[src/cache_sram.sv]
`timescale 1ns/10ps

module cache_sram #(
    parameter int  DEPTH     = 32,
    parameter type payload_t = logic
) (
    input  logic                     clk,
    input  logic                     we,
    input  logic [$clog2(DEPTH)-1:0] index,
    input  payload_t                 wdata,
    output payload_t                 rdata
);

    payload_t mem [DEPTH];

    // single port with a registered read-out
    always_ff @(posedge clk) begin
        if (we) begin
            mem[index] <= wdata;
            rdata      <= wdata; // write-first
        end else begin
            rdata <= mem[index];
        end
    end

endmodule

[config.mk]
export PLATFORM = sky130hd
export DESIGN_NAME = cache_sram
export DESIGN_NICKNAME = d
export VERILOG_FILES = /design/src/cache_sram.sv
export SDC_FILE = /design/constraint.sdc
export NUM_CORES = 1
export LEC_CHECK = 0
export BUFFER_PORTS_ARGS = -buffer_cell sky130_fd_sc_hd__buf_2
export CAP_MARGIN = 30
export CORE_MARGIN = 10
export CORE_UTILIZATION = 45
export CTS_CLUSTER_SIZE = 14
export DETAILED_ROUTE_END_ITERATION = 8
export GPL_TIMING_DRIVEN = 0
export SYNTH_ARGS = -nofsm -noshare
export SYNTH_HDL_FRONTEND = slang
export SYNTH_SLANG_ARGS = --single-unit
[constraint.sdc]
create_clock -name clk -period 2 [get_ports clk]
set_input_delay 0.1 -clock clk [delete_from_list [all_inputs] [get_ports clk]]
set_output_delay 0.1 -clock clk [all_outputs]
set_load 0.02 [all_outputs]
After elaboration in Yosys (flattened, before gate mapping)
Memories as Yosys holds them, arrays and structs flattened. A register that Yosys moved wholly into a read port is not among the register bits.
Cells that the tools add are included.
- add/sub/neg operators: 0
- $mul: 0
- div/mod/pow operators: 0
- magnitude comparators: 0
- eq/ne operators: 0
- shift-type cells: 0
- multiplexer cells: 2
- bitwise operators: 0
- reduce and logical (&&, ||, !) cells: 0
- operators with widths (operator ; count):
    $mux 1 ; 2
- register bits: 0
- latch bits: 0
- bits in writable memories: 32
- memory bits (read-only): 0
- input port bits: 8
- output and inout bits: 1
- word-level logic and storage cells: 3
- memories: 1
- memories (memory ; words ; bits a word ; read ports ; clocked after memory_dff ; write ports ; RTL line ; text):
    mem ; 32 ; 1 ; 1 ; 1 ; 1 ; 14 ; payload_t mem [DEPTH];

Longest topological paths before layout
- word-level depth: 2
- gate-level depth with buffers: 7
- mapped depth without buffers: 5

Worst setup path after synthesis
Ideal clock, no wire load.
- kind: register to output
- start: register with a tool-made name
- end: output rdata
- data arrival time: 1.291 ns
- data required time: 1.900 ns
- slack: 0.609 ns
- cell stages (with the launch flop): 8
- buffers on the path: 2
- cell sequence: dfxtp_1 -> buf_6 -> buf_12 -> mux2i_1 -> a22oi_1 -> nand3_1 -> nand2_1 -> a311o_1
- RTL lines (item ; RTL line ; text):
    end, declared ; 11 ; output payload_t rdata

==> impl_metrics.csv <==
group,metric,value,unit
run_status,status,"completed",
detailed_routing,route.vias.total,1025,
place,dp_hpwl,1.93,mm
critical_path,critPathKind,"reg2out",
detailed_routing,viasPerCell,5.23,
sta,hold_viol,0,
detailed_routing,drc_errors,0,
power_and_ir_drop,power.leakage,0.661,nW
sta,rsz0062_at_grt,"yes",
detailed_routing,first_pass_iters,4,
yosys,syn_avg_cell_area,12.9,sq um
die,die_y,79.6,microns
die,rows,21,
detailed_routing,wire_per_inst,15.6,microns
worst_hold_path,worstHoldEndpoint,"mem[5]",
yosys,synth_mux_area_share,10.0,%
clocking,cts.clk_slew.worst_paths,0.10,ns
yosys,syn_nets,132,
yosys,ys_types,21,
yosys,synth-simple-area-share,17.5,%
critical_path,crit_path_top_delay_cell,"a311o_1",
cells_and_area,area_growth,18.8,%
detailed_routing,first_iter_violations,55,
yosys,netlist_area,0.00160,sq mm
yosys,async_flop_share,0,%
clocking,cts_buffers,5,
yosys,synth_top_family_by_area,"simple AND/OR/NAND/NOR gates",
critical_path,arrival,1.85,ns
die,io_pins,9,
yosys,synth_area_leader_cell,"edfxtp_1",
critical_path,critPathRequiredTime,1.90,ns
power_and_ir_drop,powerDensity,708,mW/mm^2
power_and_ir_drop,fin_total_pwr,1.34,mW
global_routing,overflow,0,
critical_path,cpMostUsedCell,"buf_6",
worst_hold_path,hold_path_startpoint,"wdata",
cells_and_area,final_nets,158,
yosys,synthXorXnorAreaFrac,0,%
yosys,yosysWarnings,0,
detailed_routing,antenna_left,0,
clocking,htreeDepth,2,
yosys,yosysSeqAreaShare,66.4,%
yosys,synthAdderAreaFrac,0,%
global_routing,first_global_vias,1057,
yosys,synth.area.top_cells,"edfxtp_1, mux2i_1, nor2_1",
die,die_w,79.6,microns
critical_path,cp_num_buf_inv,3,
die,initial_utilization,47.1,%
clocking,clock_sinks,37,
die,dieArea,0.00633,sq mm
critical_path,path_delay_family,"compound AO/OA/AOI/OAI gates",
critical_path,cp-start-kind,"register",
detailed_routing,postRouteWirelength,3.06,mm
yosys,synth_compound_area_share,3.92,%
cells_and_area,utilization,56.0,%
power_and_ir_drop,ir_drop,0.000409,V
clocking,cts.root.buffer_cell,"clkbuf_4",
cells_and_area,layout_commonest_cell,"nor2_1",
sta,period_minus_slack,1.95,ns
worst_hold_path,hp-class,"in2reg",
sta,fmax,512,MHz
clocking,cts_buffer_depth,2,
die,core_area,0.00339,sq mm
yosys,yosysTopAreaCellShare,60.1,%
yosys,synth_edf_count,32,
yosys,netlist_instances,124,
place,io_buffers,8,
sta,period_share,97.7,%
sta,finalMaxSlewViolations,0,
critical_path,worstSetupEndpointType,"output port",
cells_and_area,num_antenna_cells,0,
sta,tightest_slew,0.463,ns
job,cap_violations,0,
critical_path,max_stage_delay,0.35,ns
global_routing,grt.total_usage,10.5,%
clocking,cts_tree,"done",
yosys,synthFlopType,"edfxtp_1",
yosys,ys_ff_latch,37,
critical_path,crit_chain,"buf_8, buf_6, mux2i_1, a22oi_1, nand4b_1, a21oi_1, a311o_1, buf_6",
global_routing,antenna_found_initial,0,
place,place_congestion,0.813,
global_routing,grt_start_max_net_pins,33,
sta,slew_headroom,69.0,%
cells_and_area,drive_gt1_share,18.7,%
global_routing,grt_first_pass_wirelength,4.97,mm
critical_path,worstPathMaxFanout,7,
cells_and_area,mostFrequentLayoutCells,"nor2_1, edfxtp_1, mux2i_1",
worst_hold_path,hold_depth,1,
sta,setup_viol,0,
## stage by stage
stage / std cells / TNS (ns) / setup WS (ns) / cell area, sq um / hold slack (ns)
global placement: 178 / 0 / 0.344 / 1700 / 0.245
floorplan: 124 / 0 / 0.609 / 1600 / 0.128
finish: 196 / 0 / 0.0455 / 1900 / 0.235
CTS: 195 / -0.000144 / -0.000144 / 1880 / 0.235
global route: 196 / -0.0715 / -0.0715 / 1900 / 0.258
detailed placement: 178 / 0 / 0.345 / 1700 / 0.252
## report_power, final
| part | switching (mW) | internal (mW) | total (mW) |
|---|---|---|---|
| sequential | 0.00623 | 0.850 | 0.856 |
| combinational | 0.0744 | 0.0668 | 0.141 |
| clock | 0.219 | 0.127 | 0.346 |
| total | 0.300 | 1.04 | 1.34 |
## area by class of cell
type                       instances  area (sq um)
multi-input combinational         84           522
tap                               46          57.6
sequential                        37          1060
buffer                             3          38.8
clock buffer                       6          41.3
clock inverter                     1          3.75
fill                             282          1490
timing repair buffer              19           173
## cells by family after synthesis
family | Yosys count
and+or+nand+nor | 59
DFF | 37
muxes | 16
AOI/OAI and AO/OA | 9
buffers and inverters | 3
## routing by layer
metal	up-vias	global-route usage [%]	share of wire, %
li1	502	-	-
met1	503	12.6	45
met2	15	16.6	49
met3	5	4.39	3.9
met4	0	3.23	1.5
met5	-	0	0
## repair_timing
item | 4_1_cts | 5_1_grt
hold buffers | 5 | 0
gates cloned | 1 | 0
endpoints found under the setup margin | 1 | 1
setup buffers | 4 | 1
gates resized for setup | 10 | 2
hold endpoints to repair | 5 | 0
pin swaps | 4 | 4
## Yosys cell counts (3+ instances only)
cell / count
a21oi_1: 3
a22oi_1: 4
dfxtp_1: 5
edfxtp_1: 32
mux2i_1: 16
nand2_1: 7
nand3_1: 4
nand3b_1: 5
nor2_1: 34
or3b_2: 3
## worst max-delay path by stage
stage	to	slack (ns)	cells past startpoint	from
finish	rdata	0.05	8	register
CTS	rdata	-0.0001	8	register
detailed placement	rdata	0.35	8	register
global placement	rdata	0.34	8	register
floorplan	rdata	0.61	7	register
global route	rdata	-0.07	8	register
(Power assumes the default switching activity.)
