<file path="src/cache_defs.svh">
`ifndef CACHE_DEFS_SVH
`define CACHE_DEFS_SVH

// data widths
`define CACHE_ADDR_BITS 30 // word address
`define CPU_DATA_BITS   32
`define MEM_DATA_BITS   128

// geometry
`define CACHE_SETS      32
`define CACHE_WAYS      2
`define BEATS_PER_LINE  4
`define WORDS_PER_BEAT  (`MEM_DATA_BITS / `CPU_DATA_BITS)

// word address split into tag, index, beat and word from the msb down
`define INDEX_BITS      5
`define BEAT_BITS       2
`define WORD_BITS       2
`define TAG_BITS        (`CACHE_ADDR_BITS - `INDEX_BITS - `BEAT_BITS - `WORD_BITS)

// memory side addresses whole beats
`define MEM_ADDR_BITS   (`CACHE_ADDR_BITS - `WORD_BITS)

`endif

</file>
<file path="src/cache_pkg.sv">
`include "cache_defs.svh"

package cache_pkg;

    typedef logic [`CPU_DATA_BITS-1:0] word_t;
    typedef logic [`MEM_DATA_BITS-1:0] beat_t;

    typedef struct packed {
        logic [`TAG_BITS-1:0]   tag;
        logic [`INDEX_BITS-1:0] index;
        logic [`BEAT_BITS-1:0]  beat;  // beat within the line
        logic [`WORD_BITS-1:0]  word;  // word within the beat
    } addr_fields_t;

    typedef struct packed {
        addr_fields_t                addr;
        word_t                       data;
        logic [`CPU_DATA_BITS/8-1:0] wmask; // all zero for a read
    } cpu_req_t;

    typedef struct packed {
        logic [`MEM_ADDR_BITS-1:0] addr;
        logic                      rw;  // 1 = write
    } mem_req_t;

    typedef struct packed {
        logic                 valid;
        logic                 dirty;
        logic [`TAG_BITS-1:0] tag;
    } way_meta_t;

    // lru names the way to evict next
    typedef struct packed {
        way_meta_t [`CACHE_WAYS-1:0] way;
        logic                        lru;
    } set_meta_t;

    typedef struct packed {
        logic hit;
        logic hit_way;
        logic victim_way;
        logic victim_dirty;
    } lookup_t;

endpackage

</file>
<file path="src/cache_decode.sv">
`timescale 1ns/10ps
`include "cache_defs.svh"

module cache_decode (
    input  cache_pkg::addr_fields_t addr,
    input  cache_pkg::set_meta_t    meta,
    output cache_pkg::lookup_t      lookup
);

    logic [`CACHE_WAYS-1:0] way_valid;
    logic [`CACHE_WAYS-1:0] way_hit;
    logic                   victim;

    // tag compare in every way
    always_comb begin
        for (int w = 0; w < `CACHE_WAYS; w++) begin
            way_valid[w] = meta.way[w].valid;
            way_hit[w]   = way_valid[w] && (meta.way[w].tag == addr.tag);
        end
    end

    // empty ways get filled before anything is evicted
    always_comb begin
        if (!way_valid[0])
            victim = 1'b0;
        else if (!way_valid[1])
            victim = 1'b1;
        else
            victim = meta.lru;
    end

    always_comb begin
        lookup.hit          = |way_hit;
        lookup.hit_way      = way_hit[1]; // way 0 unless way 1 matched
        lookup.victim_way   = victim;
        lookup.victim_dirty = way_valid[victim] && meta.way[victim].dirty;
    end

endmodule

</file>
<file path="config.mk">
export PLATFORM = sky130hd
export DESIGN_NAME = cache_decode
export DESIGN_NICKNAME = d
export VERILOG_FILES = /design/src/cache_pkg.sv /design/src/cache_decode.sv
export VERILOG_INCLUDE_DIRS = /design/src
export SDC_FILE = /design/constraint.sdc
export NUM_CORES = 1
export LEC_CHECK = 0
export BUFFER_PORTS_ARGS = -buffer_cell sky130_fd_sc_hd__buf_2
export CORE_MARGIN = 2
export CORE_UTILIZATION = 30
export DETAILED_ROUTE_END_ITERATION = 16
export PLACE_DENSITY = 0.85
export SETUP_SLACK_MARGIN = 0.05
export SYNTH_ARGS = -nofsm -noshare
export SYNTH_HDL_FRONTEND = slang
export SYNTH_SLANG_ARGS = --single-unit
</file>
<file path="constraint.sdc">
create_clock -name vclk -period 2.56
set_input_delay 0.384 -clock vclk [all_inputs]
set_output_delay 0.384 -clock vclk [all_outputs]
set_load 0.05 [all_outputs]
</file>
# ---- Word level (Yosys, flattened, before mapping)
# Index checks and enable logic that the tools add are counted.
dict set report totals {
  ff_bits 0
  word_cells 13
  inputBits 77
}
dict set report op_classes {
  muxes 6
  n_eq_ne 2
  magnitude_cmp 1
  n_reduce_logical 4
}
# op n
set op_table {}
lappend op_table {{$mux W22} 2}
lappend op_table {{$eq A21 B21 Y1} 2}
lappend op_table {{$mux W1} 4}
lappend op_table {{$logic_and A1 B1 Y1} 3}
lappend op_table {{$lt A1 B2 Y1 const B} 1}
lappend op_table {{$reduce_or A2 Y1} 1}

# ---- Depth between registers and ports, before layout
dict set report depth {
  ltp_word 5
  mapped_depth 4
  ltp_nobuf 4
}

# ---- Worst setup path before layout
# No wires, ideal clock.
dict set report synth_path {
  path_kind {input -> output}
  from {input addr[21] (netlist name)}
  to {output lookup[3] (netlist name)}
  t_required_ns 2.176
  arrival_time_ns 1.717
  path_slack_ns 0.459
  path_stages 4
  cell_sequence {xor2_1 nor4_1 nand4_1 o22ai_1}
}
# item line
set synth_lines {}
lappend synth_lines {{start: declaration} cache_decode.sv:5} ;# input cache_pkg::addr_fields_t addr,
lappend synth_lines {{end: declaration} cache_decode.sv:7} ;# output cache_pkg::lookup_t lookup

==> results.json <==
{
  "synth-seq-area-share_pct": 0,
  "drv_cap": 0,
  "num_rows": 14,
  "cp_top_family": "simple AND/OR/NAND/NOR gates",
  "hold_ws_ps": 1140,
  "worstSetupStartpointType": "primary input",
  "timing.critical_path.mode_cell": "buf_2",
  "cp.arrival_ps": 1630,
  "hold_buffers": 0,
  "fmax_mhz": 496,
  "whs_path_depth": 3,
  "fp.dieH_um": 44.8,
  "grt_max_degree": 4,
  "hp-class": "in2out",
  "first_pass_iters": 3,
  "clockBufferCount": 0,
  "area_delta_synth_final_pct": 74.7,
  "end_kind": "output port",
  "globalRouteTotalUtil_pct": 15.1,
  "post_cts_resized": 0,
  "grt_pass1_vias": 625,
  "drtIter0Drc": 2,
  "finalCritPeriodShare_pct": 78.7,
  "initial_core_util_pct": 32.4,
  "worstHoldEndpoint": "lookup[1]",
  "via_per_inst": 4.64,
  "die_w_um": 44.8,
  "dieArea_mm2": 0.00201,
  "final_antenna_net_count": 0,
  "grt_antenna_before_repair": 0,
  "rsz0062_at_grt": "false",
  "cts_post_setup_buffers_inserted": 0,
  "hold_start": "meta[46]",
  "p_leak_nw": 0.487,
  "drive_gt1_share_pct": 53.3,
  "yosys_warnings": 0,
  "crit_type": "in2out",
  "setup_violations": 0,
  "synth_cells": 64,
  "wl_per_cell_um": 10.9,
  "cp_max_fo": 2,
  "final_common_cell": "buf_2",
  "design.seq.count": 0,
  "avgSynthCellArea_um2": 7.80,
  "fin_ws_ps": 546,
  "regArea_um2": 0,
  "ios": 81,
  "cp_cell_sequence": "buf_2 -> xor2_1 -> nor4_1 -> nand4_1 -> o22ai_1 -> buf_2",
  "dp_hpwl_um": 1560,
  "fin_tns_setup_ps": 0,
  "powerDensity_mw_per_mm2": 152,
  "gp_congestion": 0.694,
  "most-common-layout-cells": "buf_2, xor2_1, nor4_1",
  "drt_wl_total_um": 1650,
  "max_stage_delay_ps": 320,
  "critPathBufInv": 2,
  "syn_area_um2": 499,
  "core_mm2": 0.00154,
  "required_ps": 2180,
  "nets": 214,
  "hold_violations": 0,
  "port_buffers": 72,
  "max-vdd-ir-drop_mv": 0.0686,
  "dr_total_vias": 700,
  "drv_slew": 0,
  "synthesis.nets": 141,
  "drc": 0,
  "outcome": "finished, final reports clean",
  "grt_pass1_wl_um": 2330,
  "place_ws_ps": 535,
  "synth.distinct_cells": 12,
  "cpMaxStageDelayCell": "nor4_1",
  "gr-total-overflow": 0,
  "n_antenna_cell": 0,
  "maxSlewHeadroom_pct": 78.1,
  "worstMarginPinSlew_ps": 325,
  "fin_crit_ps": 2010
}
[cells in the mapped netlist]
library cell  number  share of area [%]
xnor2_1            2                3.5
a21boi_0           1                1.5
o22ai_1            1                1.3
nor4_1            10                 13
nand2_1            1               0.75
mux2i_1            1                2.0
buf_4              1                1.5
nor2_1             2                1.5
nand4_1            2                2.5
inv_1              1               0.75
nand3_1            2                2.0
xor2_1            40                 70
[worst min-delay path: stages]
cell and delay (ps):
buf_2 100, a21boi_0 70, buf_2 200
[metrics by stage]
| step | instance area [um2] | std cells | util, % | power (mW) |
|---|---|---|---|---|
| CTS | 872 | 151 | 56.6 | 0.134 |
| detailed placement | 872 | 151 | 56.6 | 0.133 |
| global placement | 872 | 151 | 56.6 | 0.130 |
| finish | 872 | 151 | 56.6 | 0.132 |
| floorplan | 499 | 64 | - | 0.0577 |
| global route | 872 | 151 | 56.6 | 0.145 |
[area by class of cell]
cell class / count / area (um2)
Timing Repair Buffer: 72 / 360
Fill cell: 152 / 669
Multi-Input combinational cell: 62 / 488
Inverter: 1 / 3.75
Tap cell: 16 / 20.0
[how the worst max path moves through the flow]
stage,to,from,cells past startpoint
after floorplan,lookup[3],addr[21],4
after global placement,lookup[3],addr[29],6
after detailed placement,lookup[3],addr[11],6
after CTS,lookup[3],addr[11],6
after global routing,lookup[3],addr[21],6
final,lookup[3],addr[29],6
[metal layers]
metal | GRT usage (%) | part of all wire, % | vias up
met4 | 0 | 0 | 0
met3 | 0.800 | 11 | 0
met2 | 36.2 | 56 | 40
met5 | 0 | 0 | -
met1 | 13.7 | 34 | 298
li1 | - | - | 362
[report_power, final]
| group | internal, mW | switching (mW) |
|---|---|---|
| clock | 0 | 0 |
| sequential | 0 | 0 |
| combinational | 0.0704 | 0.0618 |
| total | 0.0704 | 0.0618 |
[logic make-up after synthesis]
family          count (synthesis)  share of synthesized area, %
mux                             1                          2.01
compound gates                  2                          2.76
buf+inv                         2                          2.26
xor+xnor                       42                          73.7
simple gates                   17                          19.3
(Power assumes the default switching activity.)
