[src/cache_defs.svh]
`ifndef CACHE_DEFS_SVH
`define CACHE_DEFS_SVH

// data widths
`define CACHE_ADDR_BITS 30 // word address
`define CPU_DATA_BITS   32
`define MEM_DATA_BITS   128

// geometry
`define CACHE_SETS      32
`define CACHE_WAYS      2
`define BEATS_PER_LINE  4
`define WORDS_PER_BEAT  (`MEM_DATA_BITS / `CPU_DATA_BITS)

// word address split into tag, index, beat and word from the msb down
`define INDEX_BITS      5
`define BEAT_BITS       2
`define WORD_BITS       2
`define TAG_BITS        (`CACHE_ADDR_BITS - `INDEX_BITS - `BEAT_BITS - `WORD_BITS)

// memory side addresses whole beats
`define MEM_ADDR_BITS   (`CACHE_ADDR_BITS - `WORD_BITS)

`endif

[src/cache_pkg.sv]
`include "cache_defs.svh"

package cache_pkg;

    typedef logic [`CPU_DATA_BITS-1:0] word_t;
    typedef logic [`MEM_DATA_BITS-1:0] beat_t;

    typedef struct packed {
        logic [`TAG_BITS-1:0]   tag;
        logic [`INDEX_BITS-1:0] index;
        logic [`BEAT_BITS-1:0]  beat;  // beat within the line
        logic [`WORD_BITS-1:0]  word;  // word within the beat
    } addr_fields_t;

    typedef struct packed {
        addr_fields_t                addr;
        word_t                       data;
        logic [`CPU_DATA_BITS/8-1:0] wmask; // all zero for a read
    } cpu_req_t;

    typedef struct packed {
        logic [`MEM_ADDR_BITS-1:0] addr;
        logic                      rw;  // 1 = write
    } mem_req_t;

    typedef struct packed {
        logic                 valid;
        logic                 dirty;
        logic [`TAG_BITS-1:0] tag;
    } way_meta_t;

    // lru names the way to evict next
    typedef struct packed {
        way_meta_t [`CACHE_WAYS-1:0] way;
        logic                        lru;
    } set_meta_t;

    typedef struct packed {
        logic hit;
        logic hit_way;
        logic victim_way;
        logic victim_dirty;
    } lookup_t;

endpackage

[src/cache_result.sv]
`timescale 1ns/10ps
`include "cache_defs.svh"

module cache_result (
    input  logic                  clk,
    input  logic                  reset,
    input  logic                  resp_load,
    input  logic                  hit_way,
    input  logic [`WORD_BITS-1:0] word_sel,
    input  cache_pkg::beat_t      data_rdata0,
    input  cache_pkg::beat_t      data_rdata1,
    output logic                  cpu_resp_valid,
    output cache_pkg::word_t      cpu_resp_data
);

    import cache_pkg::*;

    word_t [`WORDS_PER_BEAT-1:0] beat_words;
    word_t                       sel_word;

    assign beat_words = hit_way ? data_rdata1 : data_rdata0;
    assign sel_word   = beat_words[word_sel];

    always_ff @(posedge clk or posedge reset) begin
        if (reset)
            cpu_resp_valid <= 1'b0;
        else
            cpu_resp_valid <= resp_load; // single cycle pulse
    end

    always_ff @(posedge clk) begin
        if (resp_load)
            cpu_resp_data <= sel_word;
    end

endmodule

[config.mk]
export PLATFORM = sky130hd
export DESIGN_NAME = cache_result
export DESIGN_NICKNAME = d
export VERILOG_FILES = /design/src/cache_pkg.sv /design/src/cache_result.sv
export VERILOG_INCLUDE_DIRS = /design/src
export SDC_FILE = /design/constraint.sdc
export NUM_CORES = 1
export LEC_CHECK = 0
export BUFFER_PORTS_ARGS = -buffer_cell sky130_fd_sc_hd__buf_4
export CAP_MARGIN = 20
export CORE_AREA = 2 2 115 117
export CTS_CLUSTER_DIAMETER = 40
export DETAILED_ROUTE_END_ITERATION = 10
export DIE_AREA = 0 0 117 119
export SLEW_MARGIN = 0
export SYNTH_ARGS = -nofsm -noshare
export SYNTH_HDL_FRONTEND = slang
export SYNTH_SLANG_ARGS = --single-unit
export TNS_END_PERCENT = 100
[constraint.sdc]
create_clock -name clk -period 0.8 [get_ports clk]
set_input_delay 0.12 -clock clk [delete_from_list [all_inputs] [get_ports clk]]
set_output_delay 0.12 -clock clk [all_outputs]
set_load 0.05 [all_outputs]
* Word-level counts from Yosys, hierarchy flattened *
Index checks and enable logic that the tools add are counted.

operators by class
  $lt $le $gt $ge = 1
  multiplexer cells = 3

operators by type and width
  operator                                                    number
  2-to-1 mux 128 bit                                          1
  binary-select mux 32 bit (select 2 bit)                     1
  2-to-1 mux 32 bit                                           1
  less-than comparator 2 x 3 -> 1 bit, second input constant  1

storage, ports and cells
  register bits after elaboration = 33
  input port bits = 262
  output and inout bits = 33
  word-level logic and storage cells = 6

* Longest topological paths before layout *
  word-level depth = 3
  depth in mapped cells = 4
  depth with buffers taken out = 2

* Worst setup path after synthesis *
No wires, ideal clock.

  path type = input-to-reg
  from = input hit_way
  to = register cpu_resp_data[10], data pin
  setup time = 0.260 ns
  arrival time = 1.204 ns
  data required time = 0.540 ns
  slack = -0.664 ns
  cell stages on the path = 4
  buffers on the path = 2
  path through = buf_6 > buf_6 > mux4_1 > mux2_2

on the way
  longest elaborated chain between the ends = 3

RTL lines
  item                                     line                source
  start, declared                          cache_result.sv:8   input logic hit_way,
  2-to-1 mux 128 bit                       cache_result.sv:21  assign beat_words = hit_way ? data_rdata1 : data_rdata0;
  binary-select mux 32 bit (select 2 bit)  cache_result.sv:22  assign sel_word = beat_words[word_sel];
  2-to-1 mux 32 bit (not written as such)  cache_result.sv:22
  net sel_word[10]                         cache_result.sv:19  word_t sel_word;
  end signal, assigned                     cache_result.sv:33  cpu_resp_data <= sel_word;
  end, declared                            cache_result.sv:13  output cache_pkg::word_t cpu_resp_data

The timed path passes the listed nets, and every way through them passes these cells. The select of a mux whose other input is x is not followed.
A chain may end at the register's enable or synchronous reset.

* Worst setup path after layout *
  from = input hit_way
  to = register cpu_resp_data[21], data pin

Same word-level chain as after synthesis.

==> impl_metrics.json <==
{
  "tritoncts": "done",
  "synth_fp_nets": 410,
  "crit_required_ns": 0.83,
  "drc": 0,
  "worst_hold_slack_ns": 0.185,
  "yosys_warnings": 0,
  "clk_pin_slew_ns": 0.06,
  "start_kind": "input port",
  "yosys.area_share.adder_pct": 0,
  "syn_inst": 148,
  "violations": "negative setup slack",
  "synthTopCellsByCount": "40 x mux4_1, 32 x edfxtp_1, 32 x mux2_2",
  "synth_largest_area_cell": "mux4_1",
  "drv_cap": 0,
  "setup_ws_ns": -0.393,
  "numPortBuffers": 294,
  "crit_type": "in -> reg",
  "cp_max_fo": 8,
  "comb_power_share_pct": 45.4,
  "synth_ff_type": "edfxtp_1",
  "antenna_cells": 0,
  "gr-total-overflow": 0,
  "vias": 2904,
  "highest_layer": "met4",
  "clock_sinks": 33,
  "grt_pass1_wl_mm": 17.2,
  "drv_slew": 0,
  "dieArea_mm2": 0.0139,
  "hold_depth": 2,
  "dr.pass1.iters": 4,
  "ant_nets": 0,
  "tightest_slew_ns": 0.186,
  "clkPwrFrac_pct": 25.6,
  "cts-root-buf": "clkbuf_16",
  "min_period_over_period_pct": 149,
  "die_w_um": 117,
  "ys_seq_elements": 33,
  "cts_made_buffers": 5,
  "worst_ep_arrival_time_ns": 1.22,
  "clk_path_buf_depth": 2,
  "yosysMostFrequentCell": "mux4_1",
  "grt_max_degree": 32,
  "cts_setup_buffers": 0,
  "instances_no_fill": 626,
  "synth_mux_area_share_pct": 63.7,
  "initial_core_util_pct": 23.8,
  "synth_area_mm2": 0.00306,
  "io-pin-count": 295,
  "wl_mm": 12.5,
  "synthArstFlopShare_pct": 3.03,
  "area_delta_synth_final_pct": 95.4,
  "fmax_mhz": 838,
  "rows": 42,
  "relSlewSlack_pct": 87.6,
  "p_int_mw": 5.51,
  "htree_levels": 2,
  "place_congestion": 0.840,
  "power_leakage_nw": 2.69,
  "met2RoutedLength_mm": 7.03,
  "first_global_vias": 3214,
  "nets": 711,
  "end_kind": "flip-flop",
  "rsz0062_at_grt": "yes",
  "yosysTopAreaCellShare_pct": 34.3,
  "antenna_found_initial": 0,
  "synthDistinctLibCells": 10,
  "power.total_mw": 7.78,
  "fp.dieH_um": 119,
  "drt-met1-wl_mm": 4.32,
  "synth_simple_gate_area_share_pct": 0,
  "synth-xor-area-share_pct": 0,
  "min_to": "cpu_resp_valid$_DFF_PP0_",
  "drive_above_1_share_pct": 91.6,
  "p_per_area_mw_per_mm2": 1300,
  "pwr-share-seq_pct": 29.1,
  "peakVddDrop_mv": 0.743,
  "synth_compound_area_share_pct": 0,
  "hold_viol": 0,
  "met3_length_mm": 1.01,
  "synth-edff-count": 32,
  "synth_seq_area_share_pct": 32.2,
  "p_sw_share_pct": 29.2,
  "period_minus_slack_ns": 1.19,
  "setup_viol": 65,
  "switching_power_mw": 2.28,
  "hold_path.class": "in -> reg",
  "synth_top_family_by_area": "multiplexers",
  "track_usage_pct": 16.6,
  "yosys-top-cells-area": "mux4_1 34%, edfxtp_1 31%, mux4_2 18%",
  "first_iter_violations": 95,
  "avgSynthCellArea_um2": 20.7,
  "hp-start": "resp_load",
  "placed_cells_incl_taps": 610,
  "hpwl_mm": 9.73,
  "status": "complete, but fails checks",
  "post_drt_via_cell_ratio": 4.64,
  "coreArea_mm2": 0.0129,
  "drt-wirelength-per-cell_um": 19.9
}
critical path, cell delays in order:
cell and delay (ns):
buf_16 0.12, buf_16 0.15, mux4_2 0.54, mux2_4 0.28
sequential cells by signal, indices dropped and copies added, names as in the netlist:
signal	flops
cpu_resp_data	32
cpu_resp_valid	1
worst max path at each step:
stage,cells after the start,start,endpoint
after floorplan,4,hit_way,cpu_resp_data[10]$_DFFE_PP_
after global placement,4,hit_way,cpu_resp_data[21]$_DFFE_PP_
after detailed placement,4,hit_way,cpu_resp_data[1]$_DFFE_PP_
after CTS,4,hit_way,cpu_resp_data[14]$_DFFE_PP_
after global routing,4,hit_way,cpu_resp_data[21]$_DFFE_PP_
final,4,hit_way,cpu_resp_data[21]$_DFFE_PP_
layout make-up:
| class | count | area [um^2] |
|---|---|---|
| clock buffer | 8 | 146 |
| fill | 1170 | 6890 |
| inverter | 1 | 3.75 |
| multi-input combinational | 96 | 1900 |
| sequential | 33 | 986 |
| tap | 176 | 220 |
| timing repair buffer | 312 | 2730 |
cell usage in the layout, fill, tap and decap left out:
master / synthesis / final
buf_16: 0 / 6
mux2_2: 32 / 8
edfxtp_1: 32 / 32
buf_6: 7 / 33
clkbuf_8: 0 / 1
inv_1: 1 / 1
clkbuf_1: 3 / 2
mux2_4: 0 / 24
dfrtp_1: 1 / 1
dlygate4sd3_1: 0 / 1
mux4_2: 24 / 63
clkbuf_16: 0 / 9
mux4_1: 40 / 1
buf_4: 0 / 262
buf_12: 0 / 6
power groups by stage:
stage / clock network (mW) / logic, mW / registers, mW
2_1_floorplan: 0 / 0.988 / 2.95
3_3_place_gp: 0 / 3.12 / 2.25
3_5_place_dp: 0 / 3.17 / 2.26
4_1_cts: 2.03 / 3.42 / 2.27
5_1_grt: 2.07 / 3.70 / 2.28
6_report: 1.99 / 3.53 / 2.26
through the flow:
step | TNS (ns) | instance area (um^2) | utilization [%] | worst slack [ns]
5_1_grt | -17.95 | 5990 | 46.5 | -0.408
4_1_cts | -18.27 | 5820 | 45.2 | -0.427
2_1_floorplan | -18.95 | 3000 | - | -0.592
3_5_place_dp | -25.36 | 5410 | 42.0 | -0.825
3_3_place_gp | -24.80 | 5410 | 42.0 | -0.812
6_report | -16.55 | 5990 | 46.5 | -0.393
what timing repair did:
item	in CTS	in global routing
hold buffers	1	0
setup endpoints to repair	65	65
endpoints found under the hold margin	1	0
resized for setup	52	17
cloned	3	4
cells by family after synthesis:
kind of cell	Yosys count
buf+inv	19
mux	96
flops	33
metal layers:
layer	vias to the layer above	GRT usage (%)
met5	-	0
met4	0	3.46
met3	9	3.10
met2	172	31.9
met1	1434	18.7
li1	1289	-
Power figures use the tool's default switching activity.
