### config.mk
export PLATFORM = sky130hd
export DESIGN_NAME = cache_execute
export DESIGN_NICKNAME = d
export VERILOG_FILES = /design/src/cache_pkg.sv /design/src/cache_execute.sv
export VERILOG_INCLUDE_DIRS = /design/src
export SDC_FILE = /design/constraint.sdc
export NUM_CORES = 1
export LEC_CHECK = 0
export ABC_AREA = 1
export BUFFER_PORTS_ARGS = -buffer_cell sky130_fd_sc_hd__buf_4
export CAP_MARGIN = 0
export CORE_AREA = 5 5 340 342
export DETAILED_ROUTE_END_ITERATION = 12
export DIE_AREA = 0 0 345 347
export PLACE_DENSITY = 0.36
export RECOVER_POWER = 25
export SYNTH_ARGS = -nofsm -noshare
export SYNTH_HDL_FRONTEND = slang
export SYNTH_SLANG_ARGS = --single-unit
### constraint.sdc
create_clock -name clk -period 5.62 [get_ports clk]
set_clock_uncertainty 0.2 [all_clocks]
set_input_delay 0.281 -clock clk [delete_from_list [all_inputs] [get_ports clk]]
set_output_delay 0.281 -clock clk [all_outputs]
set_load 0.005 [all_outputs]
### src/cache_defs.svh
`ifndef CACHE_DEFS_SVH
`define CACHE_DEFS_SVH

// data widths
`define CACHE_ADDR_BITS 30 // word address
`define CPU_DATA_BITS   32
`define MEM_DATA_BITS   128

// geometry
`define CACHE_SETS      32
`define CACHE_WAYS      2
`define BEATS_PER_LINE  4
`define WORDS_PER_BEAT  (`MEM_DATA_BITS / `CPU_DATA_BITS)

// word address split into tag, index, beat and word from the msb down
`define INDEX_BITS      5
`define BEAT_BITS       2
`define WORD_BITS       2
`define TAG_BITS        (`CACHE_ADDR_BITS - `INDEX_BITS - `BEAT_BITS - `WORD_BITS)

// memory side addresses whole beats
`define MEM_ADDR_BITS   (`CACHE_ADDR_BITS - `WORD_BITS)

`endif

### src/cache_pkg.sv
`include "cache_defs.svh"

package cache_pkg;

    typedef logic [`CPU_DATA_BITS-1:0] word_t;
    typedef logic [`MEM_DATA_BITS-1:0] beat_t;

    typedef struct packed {
        logic [`TAG_BITS-1:0]   tag;
        logic [`INDEX_BITS-1:0] index;
        logic [`BEAT_BITS-1:0]  beat;  // beat within the line
        logic [`WORD_BITS-1:0]  word;  // word within the beat
    } addr_fields_t;

    typedef struct packed {
        addr_fields_t                addr;
        word_t                       data;
        logic [`CPU_DATA_BITS/8-1:0] wmask; // all zero for a read
    } cpu_req_t;

    typedef struct packed {
        logic [`MEM_ADDR_BITS-1:0] addr;
        logic                      rw;  // 1 = write
    } mem_req_t;

    typedef struct packed {
        logic                 valid;
        logic                 dirty;
        logic [`TAG_BITS-1:0] tag;
    } way_meta_t;

    // lru names the way to evict next
    typedef struct packed {
        way_meta_t [`CACHE_WAYS-1:0] way;
        logic                        lru;
    } set_meta_t;

    typedef struct packed {
        logic hit;
        logic hit_way;
        logic victim_way;
        logic victim_dirty;
    } lookup_t;

endpackage

### src/cache_execute.sv
`timescale 1ns/10ps
`include "cache_defs.svh"

module cache_execute (
    input  logic                              clk,
    input  logic                              reset,
    input  logic                              cpu_req_valid,
    input  cache_pkg::cpu_req_t               cpu_req,
    output logic                              cpu_req_ready,
    output cache_pkg::addr_fields_t           addr,
    input  cache_pkg::lookup_t                lookup,
    input  cache_pkg::set_meta_t              meta_rdata,
    output logic                              meta_we,
    output cache_pkg::set_meta_t              meta_wdata,
    output logic [`INDEX_BITS+`BEAT_BITS-1:0] data_index,
    output logic [`CACHE_WAYS-1:0]            data_we,
    output cache_pkg::beat_t                  data_wdata,
    input  cache_pkg::beat_t                  data_rdata0,
    input  cache_pkg::beat_t                  data_rdata1,
    output logic                              resp_load,
    output logic                              mem_req_valid,
    output cache_pkg::mem_req_t               mem_req,
    input  logic                              mem_req_ready,
    output logic                              mem_req_data_valid,
    output cache_pkg::beat_t                  mem_req_data,
    input  logic                              mem_req_data_ready,
    input  logic                              mem_resp_valid,
    input  cache_pkg::beat_t                  mem_resp_data
);

    import cache_pkg::*;

    typedef enum logic [3:0] {
        S_INIT,     // clears meta one set per cycle
        S_IDLE,
        S_READ,     // memories read the captured index
        S_COMPARE,
        S_MERGE,    // byte merge of a write hit into its beat
        S_WB_REQ,
        S_WB_DATA,
        S_RF_REQ,
        S_RF_WAIT,
        S_RF_META
    } state_t;

    state_t                 state;
    cpu_req_t               req_q;
    logic                   way_q;  // way being merged, written back or refilled
    logic [`BEAT_BITS-1:0]  beat_cnt;
    logic [`INDEX_BITS-1:0] sweep_idx;
    logic                   is_write;
    logic [`TAG_BITS-1:0]   mem_tag;
    beat_t                  way_rdata;
    beat_t                  merged;

    assign cpu_req_ready = (state == S_IDLE);
    assign is_write      = |req_q.wmask;
    assign way_rdata     = way_q ? data_rdata1 : data_rdata0;
    assign resp_load     = (state == S_COMPARE) && lookup.hit && !is_write;

    always_ff @(posedge clk) begin
        if (cpu_req_ready && cpu_req_valid)
            req_q <= cpu_req;
    end

    always_ff @(posedge clk or posedge reset) begin
        if (reset) begin
            state     <= S_INIT;
            sweep_idx <= '0;
            beat_cnt  <= '0;
            way_q     <= 1'b0;
        end else begin
            case (state)
                S_INIT: begin
                    sweep_idx <= sweep_idx + 1'b1;
                    if (&sweep_idx)
                        state <= S_IDLE;
                end
                S_IDLE: begin
                    if (cpu_req_valid)
                        state <= S_READ;
                end
                S_READ: begin
                    state <= S_COMPARE;
                end
                S_COMPARE: begin
                    beat_cnt <= '0;
                    if (lookup.hit) begin
                        way_q <= lookup.hit_way;
                        state <= is_write ? S_MERGE : S_IDLE;
                    end else begin
                        way_q <= lookup.victim_way;
                        state <= lookup.victim_dirty ? S_WB_REQ : S_RF_REQ;
                    end
                end
                S_MERGE: begin
                    state <= S_IDLE;
                end
                S_WB_REQ: begin
                    if (mem_req_ready)
                        state <= S_WB_DATA;
                end
                S_WB_DATA: begin
                    if (mem_req_data_ready) begin
                        beat_cnt <= beat_cnt + 1'b1; // wraps to 0 for the refill
                        state    <= (&beat_cnt) ? S_RF_REQ : S_WB_REQ;
                    end
                end
                S_RF_REQ: begin
                    if (mem_req_ready)
                        state <= S_RF_WAIT;
                end
                S_RF_WAIT: begin
                    if (mem_resp_valid) begin
                        beat_cnt <= beat_cnt + 1'b1;
                        state    <= (&beat_cnt) ? S_RF_META : S_RF_REQ;
                    end
                end
                S_RF_META: begin
                    state <= S_READ; // look up again, which now hits
                end
                default: begin
                    state <= S_IDLE;
                end
            endcase
        end
    end

    // meta memory is indexed by addr.index
    always_comb begin
        addr = req_q.addr;
        if (state == S_INIT)
            addr.index = sweep_idx;
    end

    always_comb begin
        data_index = {req_q.addr.index, req_q.addr.beat};
        if (state inside {S_WB_REQ, S_WB_DATA, S_RF_WAIT})
            data_index = {req_q.addr.index, beat_cnt};
    end

    // byte merge of the write word into its beat
    always_comb begin
        merged = way_rdata;
        for (int b = 0; b < `CPU_DATA_BITS / 8; b++) begin
            if (req_q.wmask[b])
                merged[req_q.addr.word * `CPU_DATA_BITS + b * 8 +: 8] = req_q.data[b * 8 +: 8];
        end
    end

    always_comb begin
        data_we    = '0;
        data_wdata = mem_resp_data;
        if (state == S_MERGE) begin
            data_we[way_q] = 1'b1;
            data_wdata     = merged;
        end else if (state == S_RF_WAIT && mem_resp_valid) begin
            data_we[way_q] = 1'b1;
        end
    end

    always_comb begin
        meta_we    = 1'b0;
        meta_wdata = meta_rdata;
        case (state)
            S_INIT: begin
                meta_we    = 1'b1;
                meta_wdata = '0;
            end
            S_COMPARE: begin
                meta_we        = lookup.hit;
                meta_wdata.lru = !lookup.hit_way; // other way is now oldest
            end
            S_MERGE: begin
                meta_we                     = 1'b1;
                meta_wdata.way[way_q].dirty = 1'b1;
            end
            S_RF_META: begin
                meta_we                     = 1'b1;
                meta_wdata.way[way_q].valid = 1'b1;
                meta_wdata.way[way_q].dirty = 1'b0;
                meta_wdata.way[way_q].tag   = req_q.addr.tag;
            end
            default: begin
                meta_we = 1'b0;
            end
        endcase
    end

    // write-back uses the victim's stored tag
    assign mem_tag            = (state == S_WB_REQ) ? meta_rdata.way[way_q].tag : req_q.addr.tag;
    assign mem_req_valid      = (state == S_WB_REQ) || (state == S_RF_REQ);
    assign mem_req.addr       = {mem_tag, req_q.addr.index, beat_cnt};
    assign mem_req.rw         = (state == S_WB_REQ);
    assign mem_req_data_valid = (state == S_WB_DATA);
    assign mem_req_data       = way_rdata;

endmodule

Word level (Yosys, flattened, before mapping)
Index checks and enable logic that the tools add are counted.

Flip-flop bits (word level): 78. Latch bits: 0. RAM bits: 0. Bits in read-only memories: 0. Bits of input ports: 507. Output and inout bits: 376. Logic and storage cells: 109. Memories kept: 0.

Add/sub/neg operators: 9. Multiply operators: 0. Divide/modulo/power cells: 0. Magnitude comparators: 2. Equality and inequality tests: 15. Shifts and indexed selects: 8. Mux-type cells: 48. Bitwise gates (word level): 0. Reductions and logical operators: 17.

Operators with widths (number): $mux 128 (6); $bwmux 128 (4); $shift 8x34->128 const A (4); $shiftx 8x34->128 (4); $bwmux 46 (4); $pmux 46 s3 (1); $neg 8->34 (3); $mux 21 (4); $demux 23 s1 (3); $pmux 4 s9 (1); $neg 7->34 (1); $mux 4 (7); $mux 23 (1); $mux 22 (1); $add 7x5->8 const B (2); $eq 4x3->1 const B (4); $mux 2 (7); $add 7x4->8 const B (1); $eq 4x2->1 const B (2); $eq 4x4->1 const B (2); $ne 2x2->1 const B (4); $mux 3 (2); $pmux 2 s3 (1); $reduce_and 6->1 (1); other kinds (20) (29).

Logic depth before layout (Yosys ltp)
Gate-level depths: netlist of the first run.

Word-level depth: 11. Mapped depth: 10. Mapped depth without buffers: 10.

Least setup slack after synthesis of the first run
No wires, ideal clock.

Path type: register to register. Start point: reg state[3]. End point: reg req_q (netlist bit addr[0]), enable pin. Library setup time: 0.490 ns. Data arrival time: 3.487 ns. Data required time: 4.930 ns. Slack: 1.442 ns. Stages on the path, launching flop included: 4. Path buffers: 0. Clock period less this slack: 4.178 ns. Path through: dfrtp_1 -> nor2_1 -> nand3_1 -> nor2_1.

Cells in the longest elaborated chain, start to end: 2.

RTL lines: start, declared (RTL line cache_execute.sv:46) `state_t state;`; start signal, assigned (RTL line cache_execute.sv:90) `state <= is_write ? S_MERGE : S_IDLE;`; start signal, assigned (RTL line cache_execute.sv:93) `state <= lookup.victim_dirty ? S_WB_REQ : S_RF_REQ;`; start signal, assigned (RTL line cache_execute.sv:106) `state <= (&beat_cnt) ? S_RF_REQ : S_WB_REQ;`; $eq 4x1->1 (RTL line cache_execute.sv:56) `assign cpu_req_ready = (state == S_IDLE);`; $logic_and 1x1->1 (RTL line cache_execute.sv:62) `if (cpu_req_ready && cpu_req_valid)`; end signal, assigned (RTL line cache_execute.sv:63) `req_q <= cpu_req;`; end, declared (RTL line cache_execute.sv:47) `cpu_req_t req_q;`.

No other way between the ends. A chain may end at the register's enable or synchronous reset.

Final worst setup path of the first run
Start point: reg req_q (netlist bit addr[0]). End point: out data_wdata[12].

Cells in the longest elaborated chain, start to end: 11. Elaborated cells on any way between the ends: 24. Classes of those cells: add/sub: 7; shift: 8; mux: 9.

RTL lines: branches (longest 9 deep; another with $neg 8->34); $mux 128 * (RTL line cache_execute.sv:146) `if (req_q.wmask[b])`; $mux 128 * (RTL line cache_execute.sv:154) `if (state == S_MERGE) begin`; end, declared (RTL line cache_execute.sv:17) `output cache_pkg::beat_t data_wdata,`.

Mark *: on every way between the ends.

==> results of run 1 <==
-- final cells by class --
type	instances	area share
timing repair buffer	973	0.397
multi-input combinational	1444	0.337
sequential	78	0.122
tap	1500	0.100
inverter	135	0.0276
clock buffer	9	0.0120
clock inverter	7	0.00387
antenna	10	0.00133
-- flip-flops by register name (all words and copies together), names as in the netlist --
signal     cells
sweep_idx      5
addr          25
way_q          1
state          4
mem_req        5
req_q         36
beat_cnt       2
-- report_power, final --
group          switching (mW)  internal [mW]  leakage [nW]
Clock                   0.354          0.347         0.142
Sequential              0.196          0.793         0.759
Combinational            3.48           2.01          8.67
Total                    4.03           3.15          9.57
-- cells by family (layout without fill, tap and decap cells) --
group	after synthesis	count (layout)	share of synthesized area
AO/OA/AOI/OAI	435	435	0.226
adder cells (fa/ha/maj)	9	9	0.0114
other	0	10	0
XOR/XNOR	3	3	0.00266
buffers and inverters	280	1124	0.132
flip-flops	78	78	0.231
AND/OR/NAND/NOR	997	997	0.397
-- metal layers --
metal	vias to the layer above	share of wire	track usage
li1	7477	-	-
met1	7407	0.41	0.206
met2	713	0.51	0.317
met3	97	0.058	0.0380
met4	12	0.018	0.0333
met5	-	0.00070	0
-- cells in the mapped netlist (2+ instances only) --
cell type / instances
o21ai_0: 164
nand4_1: 7
nand2_2: 2
a31oi_1: 3
nor2_4: 2
buf_4: 42
buf_2: 68
o21ai_1: 119
inv_1: 128
dfrtp_1: 12
buf_6: 2
nand3b_1: 11
nor2_1: 131
inv_2: 6
nand3_1: 73
nand2_1: 768
nor2_2: 2
buf_1: 2
clkbuf_1: 31
a21oi_1: 133
edfxtp_1: 66
xor2_1: 2
ha_1: 9
o211ai_1: 15
-- worst paths after layout --
path / from / to / slack, ns / depth (start not counted)
setup / recovery: addr[0] / data_wdata[12] / 1.69 / 9
hold / removal: mem_req_data_ready / state[1] / 0.12 / 6
setup reg to reg: state[2] / req_q[19] / 2.29 / 4
hold reg to reg: sweep_idx[4] / sweep_idx[4] / 0.31 / 2
max in group asynchronous: reset / way_q / 4.53 / 3
min in group asynchronous: reset / sweep_idx[0] / 0.28 / 3
-- worst max-delay path: cells and delay by family, from the launching register on --
kind	cells	cell delay, ns
buffers and inverters	4	1.00
flip-flops	1	0.66
AO/OA/AOI/OAI	2	0.61
adder cells (fa/ha/maj)	1	0.40
AND/OR/NAND/NOR	2	0.35
-- per-stage QoR --
| stage | std cells | utilization |
|---|---|---|
| 2_1_floorplan | 1802 | - |
| 3_3_place_gp | 4058 | 0.159 |
| 3_5_place_dp | 4058 | 0.159 |
| 4_1_cts | 4146 | 0.168 |
| 5_1_grt | 4152 | 0.167 |
| 6_report | 4156 | 0.167 |
-- what timing repair did --
action	in CTS	in global routing
hold buffers	72	0
endpoints found under the setup margin	0	0
hold endpoints to repair	81	0
==> results.md, run 1 <==
* Run status: complete, but fails checks
* Failing checks: capacitance limit, slew limit
* FF+latch area at 2290 sq um
* Final hold viol count at 0
* Number of antenna violations at the first check in global routing at 45
* Share of post-route cells with drive strength above 1 at 0.344
* WL per Instance at between 20 and 30 um
* Dominant cell type by area after synthesis: nand2_1
* GPL Wtd Cong at 0.885
* Vertical extent of the die at 347 um
* Cell-by-cell listing of the critical path: buf_4 > ha_1 > inv_1 > nor2_1 > nor2_4 > buf_4 > a21oi_1 > o21ai_1 > buf_4
* Post-layout minimum cycle time at 3.93 ns
* Maximum number of pins on one net before global-route repair at 159
* IO Pins at ~880
* Peak VDD IR at ~0.00016 V
* CP peak stage delay at 0.66 ns
* Total non-filler cell area in the finished layout at 18800 sq um
* Least setup slack across all paths after layout at 1.69 ns
* Crit Path Category: flip-flop to output pin
* Final-report max-slew violation count at 27
* Post-CTS repair timing setup buffer count at 0
* Number of core rows at 123
* Area share of the leading cell type in the synthesized netlist at 0.292
* Most frequent CP cell: buf_4
* Post-placement worst setup slack at 2.03 ns
* Startpoint Class: flip-flop
* Remaining DRCs at 0
* Unique cell type count in the Yosys netlist at 28
* Post-cts repair resize count at 0
* Arrival time at the worst endpoint at 3.45 ns
* Count of mapped cells out of synthesis at 1802
* Root Buffer Master: clkbuf_16
* Max Cap Violations at 1
* Worst max-slew margin expressed relative to the limit at -0.310
* Growth of design area from synthesis to finish at 89.8%
* Mean post-synth cell area at 5.48 sq um
* Area of the mapped netlist at 9880 sq um
* Yosys warning total at 0
* Post-layout nets at 3157
* Transition at the pin with the smallest max-transition slack at 1.96 ns
* Routed Antenna Nets at 0
* Width of the chip at 345 um
* Residual overflow from global routing at 0
* Fillers at 13311
* Slowest cell on the critical path: edfxtp_1
* Area contributors post-synth: nand2_1 29%, edfxtp_1 20%, o21ai_0 8.3%
* IO buf count at roughly 880
* Largest fanout on the critical path at 47
* Setup TNS at 0 ns
* Total wirelength of the detailed-routed design at 109 mm
* Maximum clock frequency at 0.254 GHz
* Total number of vias at 15706
* Clock sink total at 78
* Synth Register Bits at 78
* TritonCTS Buffers at 9
* Detailed Route Iter0 Violations at 1027
* Power density of the placed cells at about 380 nW/um^2
* Global-route wire length before repair at 142 mm
* Share of the yosys chip area belonging to registers at 0.231
* Most used flip-flop cell after synthesis: edfxtp_1
* Total half-perimeter wirelength after legalization and detailed placement at 93.4 mm
* Clock tree from TritonCTS: yes
* Vias per Instance at 3.78
* Net count after synthesis at roughly 2300
* Placed Instance Area at 17800 sq um
* Class of the most critical hold timing path: primary input to flip-flop
* H-tree depth at 3
* Number of detailed-route iterations in the first pass at 6
* Worst hold margin at 0.118 ns
* Total core area at 112000 sq um
* Number of setup violations in the final report at 0
* Clock transition at the registers of the reported paths at 0.08 ns
* Starting density of the core at 0.0882
* Vias in the first global route at 15706
* DIE AREA at approximately 120000 sq um
* Critical path required time at 5.14 ns
* Synth async-reset ratio at 0.154
* Number of synthesized flops with an enable pin at between 60 and 70
* Total power at 7.17 mW
* Aggregate global-route resource usage at 0.172
* Maximum count of clock buffers along a single path at 2
* Unrepaired setup endpoints after global routing: false
* Most frequent cells in the layout: 789 x buf_4, 769 x nand2_1, 164 x o21ai_0
* Share of the clock period used by the worst path at 0.700
* Leakage power at between 9 and 10 nW
* Multi-input gate area at 6310 sq um
* Clock latency of the later-clocked register in the worst-skew pair at 0.41 ns
* Critical path capture point type: output pin
* Most common cell after layout, fill and taps aside: buf_4
No activity file was read; power rests on OpenSTA's default activity.
==> run 2: changes to the inputs <==
--- a/config.mk
+++ b/config.mk
@@ -6,13 +6,13 @@
 export SDC_FILE = /design/constraint.sdc
 export NUM_CORES = 1
 export LEC_CHECK = 0
-export ABC_AREA = 1
+export ABC_AREA = 0
 export BUFFER_PORTS_ARGS = -buffer_cell sky130_fd_sc_hd__buf_4
 export CAP_MARGIN = 0
 export CORE_AREA = 5 5 340 342
 export DETAILED_ROUTE_END_ITERATION = 12
 export DIE_AREA = 0 0 345 347
-export PLACE_DENSITY = 0.36
+export PLACE_DENSITY = 0.35
 export RECOVER_POWER = 25
 export SYNTH_ARGS = -nofsm -noshare
 export SYNTH_HDL_FRONTEND = slang
==> constraint.sdc (replaced) <==
create_clock -name clk -period 3.7 [get_ports clk]
set_clock_uncertainty 0.2 [all_clocks]
set_input_delay 0.185 -clock clk [delete_from_list [all_inputs] [get_ports clk]]
set_output_delay 0.185 -clock clk [all_outputs]
set_load 0.005 [all_outputs]
==> results.md, run 2 <==
* Run status: finished clean (was complete, but fails checks)
* Class of the most critical hold timing path: primary input to flip-flop (unchanged)
* Leakage power at 8.21 nW (was 9.57 nW)
* CP peak stage delay at 1.01 ns (was 0.66 ns)
* Largest fanout on the critical path at 42 (was 47)
* Critical path required time at 3.31 ns (was 5.14 ns)
* Area share of the leading cell type in the synthesized netlist at 0.223 (was 0.292)
* Commonest cells in the synthesized netlist: 163 x nor2_1, 150 x a21oi_1, 122 x a22oi_1 (was 768 x nand2_1, 164 x o21ai_0, 133 x a21oi_1)
* Synth async-reset ratio at 0.154 (unchanged)
* IO Pins at 883 (unchanged)
* Least setup slack across all paths after layout at 0.170 ns (was 1.69 ns)
* Final-report max-slew violation count at 0 (was 27)
* DIE AREA at 120000 sq um (unchanged)
* Clock latency of the later-clocked register in the worst-skew pair at 0.39 ns (was 0.41 ns)
* Startpoint Class: flip-flop (unchanged)
* Max FFs per register at 36 (unchanged)
* Count of mapped cells out of synthesis at 1069 (was 1802)
* Vias in the first global route at 13339 (was 15706)
* Growth of design area from synthesis to finish at 106% (was 89.8%)
* Most common cell after layout, fill and taps aside: buf_4 (unchanged)
* Uppermost layer routed: met5 (unchanged)
* Number of core rows at 123 (unchanged)
* Share of the yosys chip area belonging to registers at 0.257 (was 0.231)
* Root Buffer Master: clkbuf_16 (unchanged)
* Clock tree from TritonCTS: yes (unchanged)
* Net count after synthesis at 1585 (was 2318)
* Mean post-synth cell area at 8.30 sq um (was 5.48 sq um)
* Starting density of the core at 0.0792 (was 0.0882)
* Amount of wire on met3 after detailed routing at 9.49 mm (was 6.29 mm)
* GPL Wtd Cong at 0.887 (was 0.885)
* Aggregate global-route resource usage at 0.159 (was 0.172)
* Critical path capture point type: output pin (unchanged)
* Crit Path Category: flip-flop to output pin (unchanged)
* Maximum clock frequency at 0.283 GHz
* Unique cell type count in the Yosys netlist at 59 (was 28)
* H-tree depth at 3 (unchanged)
* Share of the clock period used by the worst path at 0.954
* Global-route wire length before repair at 129 mm (was 142 mm)
* Detailed Route Iter0 Violations at 902 (was 1027)
* Vertical extent of the die at 347 um (unchanged)
* Power density of the placed cells at 553 nW/um^2 (was 382 nW/um^2)
* WL per Instance at 28.8 um (was 26.2 um)
* Final hold viol count at 0 (unchanged)
* Clock transition at the registers of the reported paths at 0.07 ns (was 0.08 ns)
* TritonCTS Buffers at 9 (unchanged)
* Cell-by-cell listing of the critical path: buf_12 > mux2_2 > a22oi_2 > a21oi_1 > buf_4 (was buf_4 > ha_1 > inv_1 > nor2_1 > nor2_4 > buf_4 > a21oi_1 > o21ai_1 > buf_4)
* Maximum count of clock buffers along a single path at 2 (unchanged)
* Routed Antenna Nets at 0 (unchanged)
* Fillers at 12914 (was 13311)
* Number of synthesized flops with an enable pin at 66 (unchanged)
* IO buf count at 882 (unchanged)
* Peak VDD IR at 0.000229 V (was 0.000162 V)
* Transition at the pin with the smallest max-transition slack at 1.33 ns (was 1.96 ns)
* Total core area at 112000 sq um (unchanged)
* Number of detailed-route iterations in the first pass at 5 (was 6)
* Yosys warning total at 0 (unchanged)
* Number of setup violations in the final report at 0 (unchanged)
* Area of the mapped netlist at 8870 sq um (was 9880 sq um)
* Remaining DRCs at 0 (unchanged)
* Register with the most flip-flops: req_q (unchanged)
* Setup TNS at 0 ns (unchanged)
* Unrepaired setup endpoints after global routing: false (unchanged)
* Total power at 10.1 mW (was 7.17 mW)
* Maximum number of pins on one net before global-route repair at 79 (was 159)
* Share of post-route cells with drive strength above 1 at 0.535 (was 0.344)
* Post-layout minimum cycle time at 3.53 ns
* Residual overflow from global routing at 0 (unchanged)
* Metal1 wirelength at 41.0 mm (was 44.6 mm)
* Total half-perimeter wirelength after legalization and detailed placement at 88.6 mm (was 93.4 mm)
* Total non-filler cell area in the finished layout at 18200 sq um (was 18800 sq um)
* Post-layout nets at 2474 (was 3157)
* Number of antenna violations at the first check in global routing at 28 (was 45)
* Max Cap Violations at 0 (was 1)
* Met2 Wirelength at 47.5 mm (was 56.1 mm)
* Total wirelength of the detailed-routed design at 100 mm (was 109 mm)
* Area contributors post-synth: edfxtp_1 22%, mux2_2 12%, a22oi_1 10% (was nand2_1 29%, edfxtp_1 20%, o21ai_0 8.3%)
* Most frequent cells in the layout: 825 x buf_4, 162 x nor2_1, 150 x a21oi_1 (was 789 x buf_4, 769 x nand2_1, 164 x o21ai_0)
* Most used flip-flop cell after synthesis: edfxtp_1 (unchanged)
* Worst max-slew margin expressed relative to the limit at 0.113 (was -0.310)
* Clock sink total at 78 (unchanged)
* Width of the chip at 345 um (unchanged)
* Post-placement worst setup slack at 0.221 ns (was 2.03 ns)
* Arrival time at the worst endpoint at 3.14 ns (was 3.45 ns)
* Total number of vias at 12633 (was 15706)
* Placed Instance Area at 17200 sq um (was 17800 sq um)
* Most common cell in the netlist: nor2_1 (was nand2_1)
* Dominant cell type by area after synthesis: edfxtp_1 (was nand2_1)
* Slowest cell on the critical path: dfrtp_4 (was edfxtp_1)
* Synth Register Bits at 78 (unchanged)
* Vias per Instance at 3.63 (was 3.78)
[run 2: cells by family after synthesis]
logic type / count (synthesis) / synth area share
AO/OA/AOI/OAI: 352 / 0.259
AND/OR/NAND/NOR: 332 / 0.190
multiplexers: 155 / 0.194
buffers and inverters: 138 / 0.0826
flip-flops: 78 / 0.257
adder cells (fa/ha/maj): 9 / 0.0127
XOR/XNOR: 5 / 0.00494
[run 2: area by class of cell]
cell class | count | area [sq um] | area share
Timing Repair Buffer | 1009 | 7780 | 0.427
Multi-Input combinational cell | 853 | 5920 | 0.325
Sequential cell | 78 | 2290 | 0.125
Tap cell | 1500 | 1880 | 0.103
Clock buffer | 13 | 282 | 0.0154
Antenna cell | 15 | 37.5 | 0.00206
Inverter | 7 | 26.3 | 0.00144
Clock inverter | 3 | 23.8 | 0.00130
[run 2: routing by layer]
layer	GRT usage	vias to the layer above
li1	-	5792
met1	0.193	6118
met2	0.263	640
met3	0.0605	67
met4	0.0424	16
met5	0	-
[run 2: worst max-delay path, delay by kind of cell, from the launching register on]
family,cells,cell delay (ns)
DFF,1,1.01
AOI/OAI and AO/OA,2,0.74
muxes,1,0.45
buffers and inverters,2,0.43
[run 2: repair_timing]
item | in CTS | in global routing
gates resized for setup | 2 | 1
endpoints found under the setup margin | 2 | 1
pin swaps | 0 | 0
endpoints found under the hold margin | 81 | 0
buffers inserted | 0 | 0
cloned | 0 | 0
hold buffers | 72 | 0
[run 2: power breakdown]
group / switching [mW] / internal, mW / total (mW) / leakage [nW]
logic: 4.05 / 3.28 / 7.33 / 7.30
clock network: 0.514 / 0.540 / 1.05 / 0.152
registers: 0.519 / 1.18 / 1.70 / 0.754
total: 5.09 / 5.00 / 10.1 / 8.21
[run 2: worst paths after layout]
| check | start | end | slack, ns | cells past startpoint |
|---|---|---|---|---|
| worst max-delay path | way_q | data_wdata[42] | 0.17 | 5 |
| worst min-delay path | lookup[3] | state[2] | 0.19 | 4 |
| worst max register to register | state[1] | req_q[5] | 0.50 | 3 |
| worst min register to register | sweep_idx[3] | sweep_idx[3] | 0.30 | 1 |
| max in group asynchronous | reset | way_q | 2.60 | 3 |
| min in group asynchronous | reset | sweep_idx[3] | 0.23 | 3 |
[run 2: stage by stage]
step,util,hold slack (ns),std cells
2_1_floorplan,-,-0.150,1069
3_3_place_gp,0.154,0.120,3375
3_5_place_dp,0.154,0.108,3375
4_1_cts,0.163,0.130,3463
5_1_grt,0.163,0.173,3470
6_report,0.163,0.191,3478
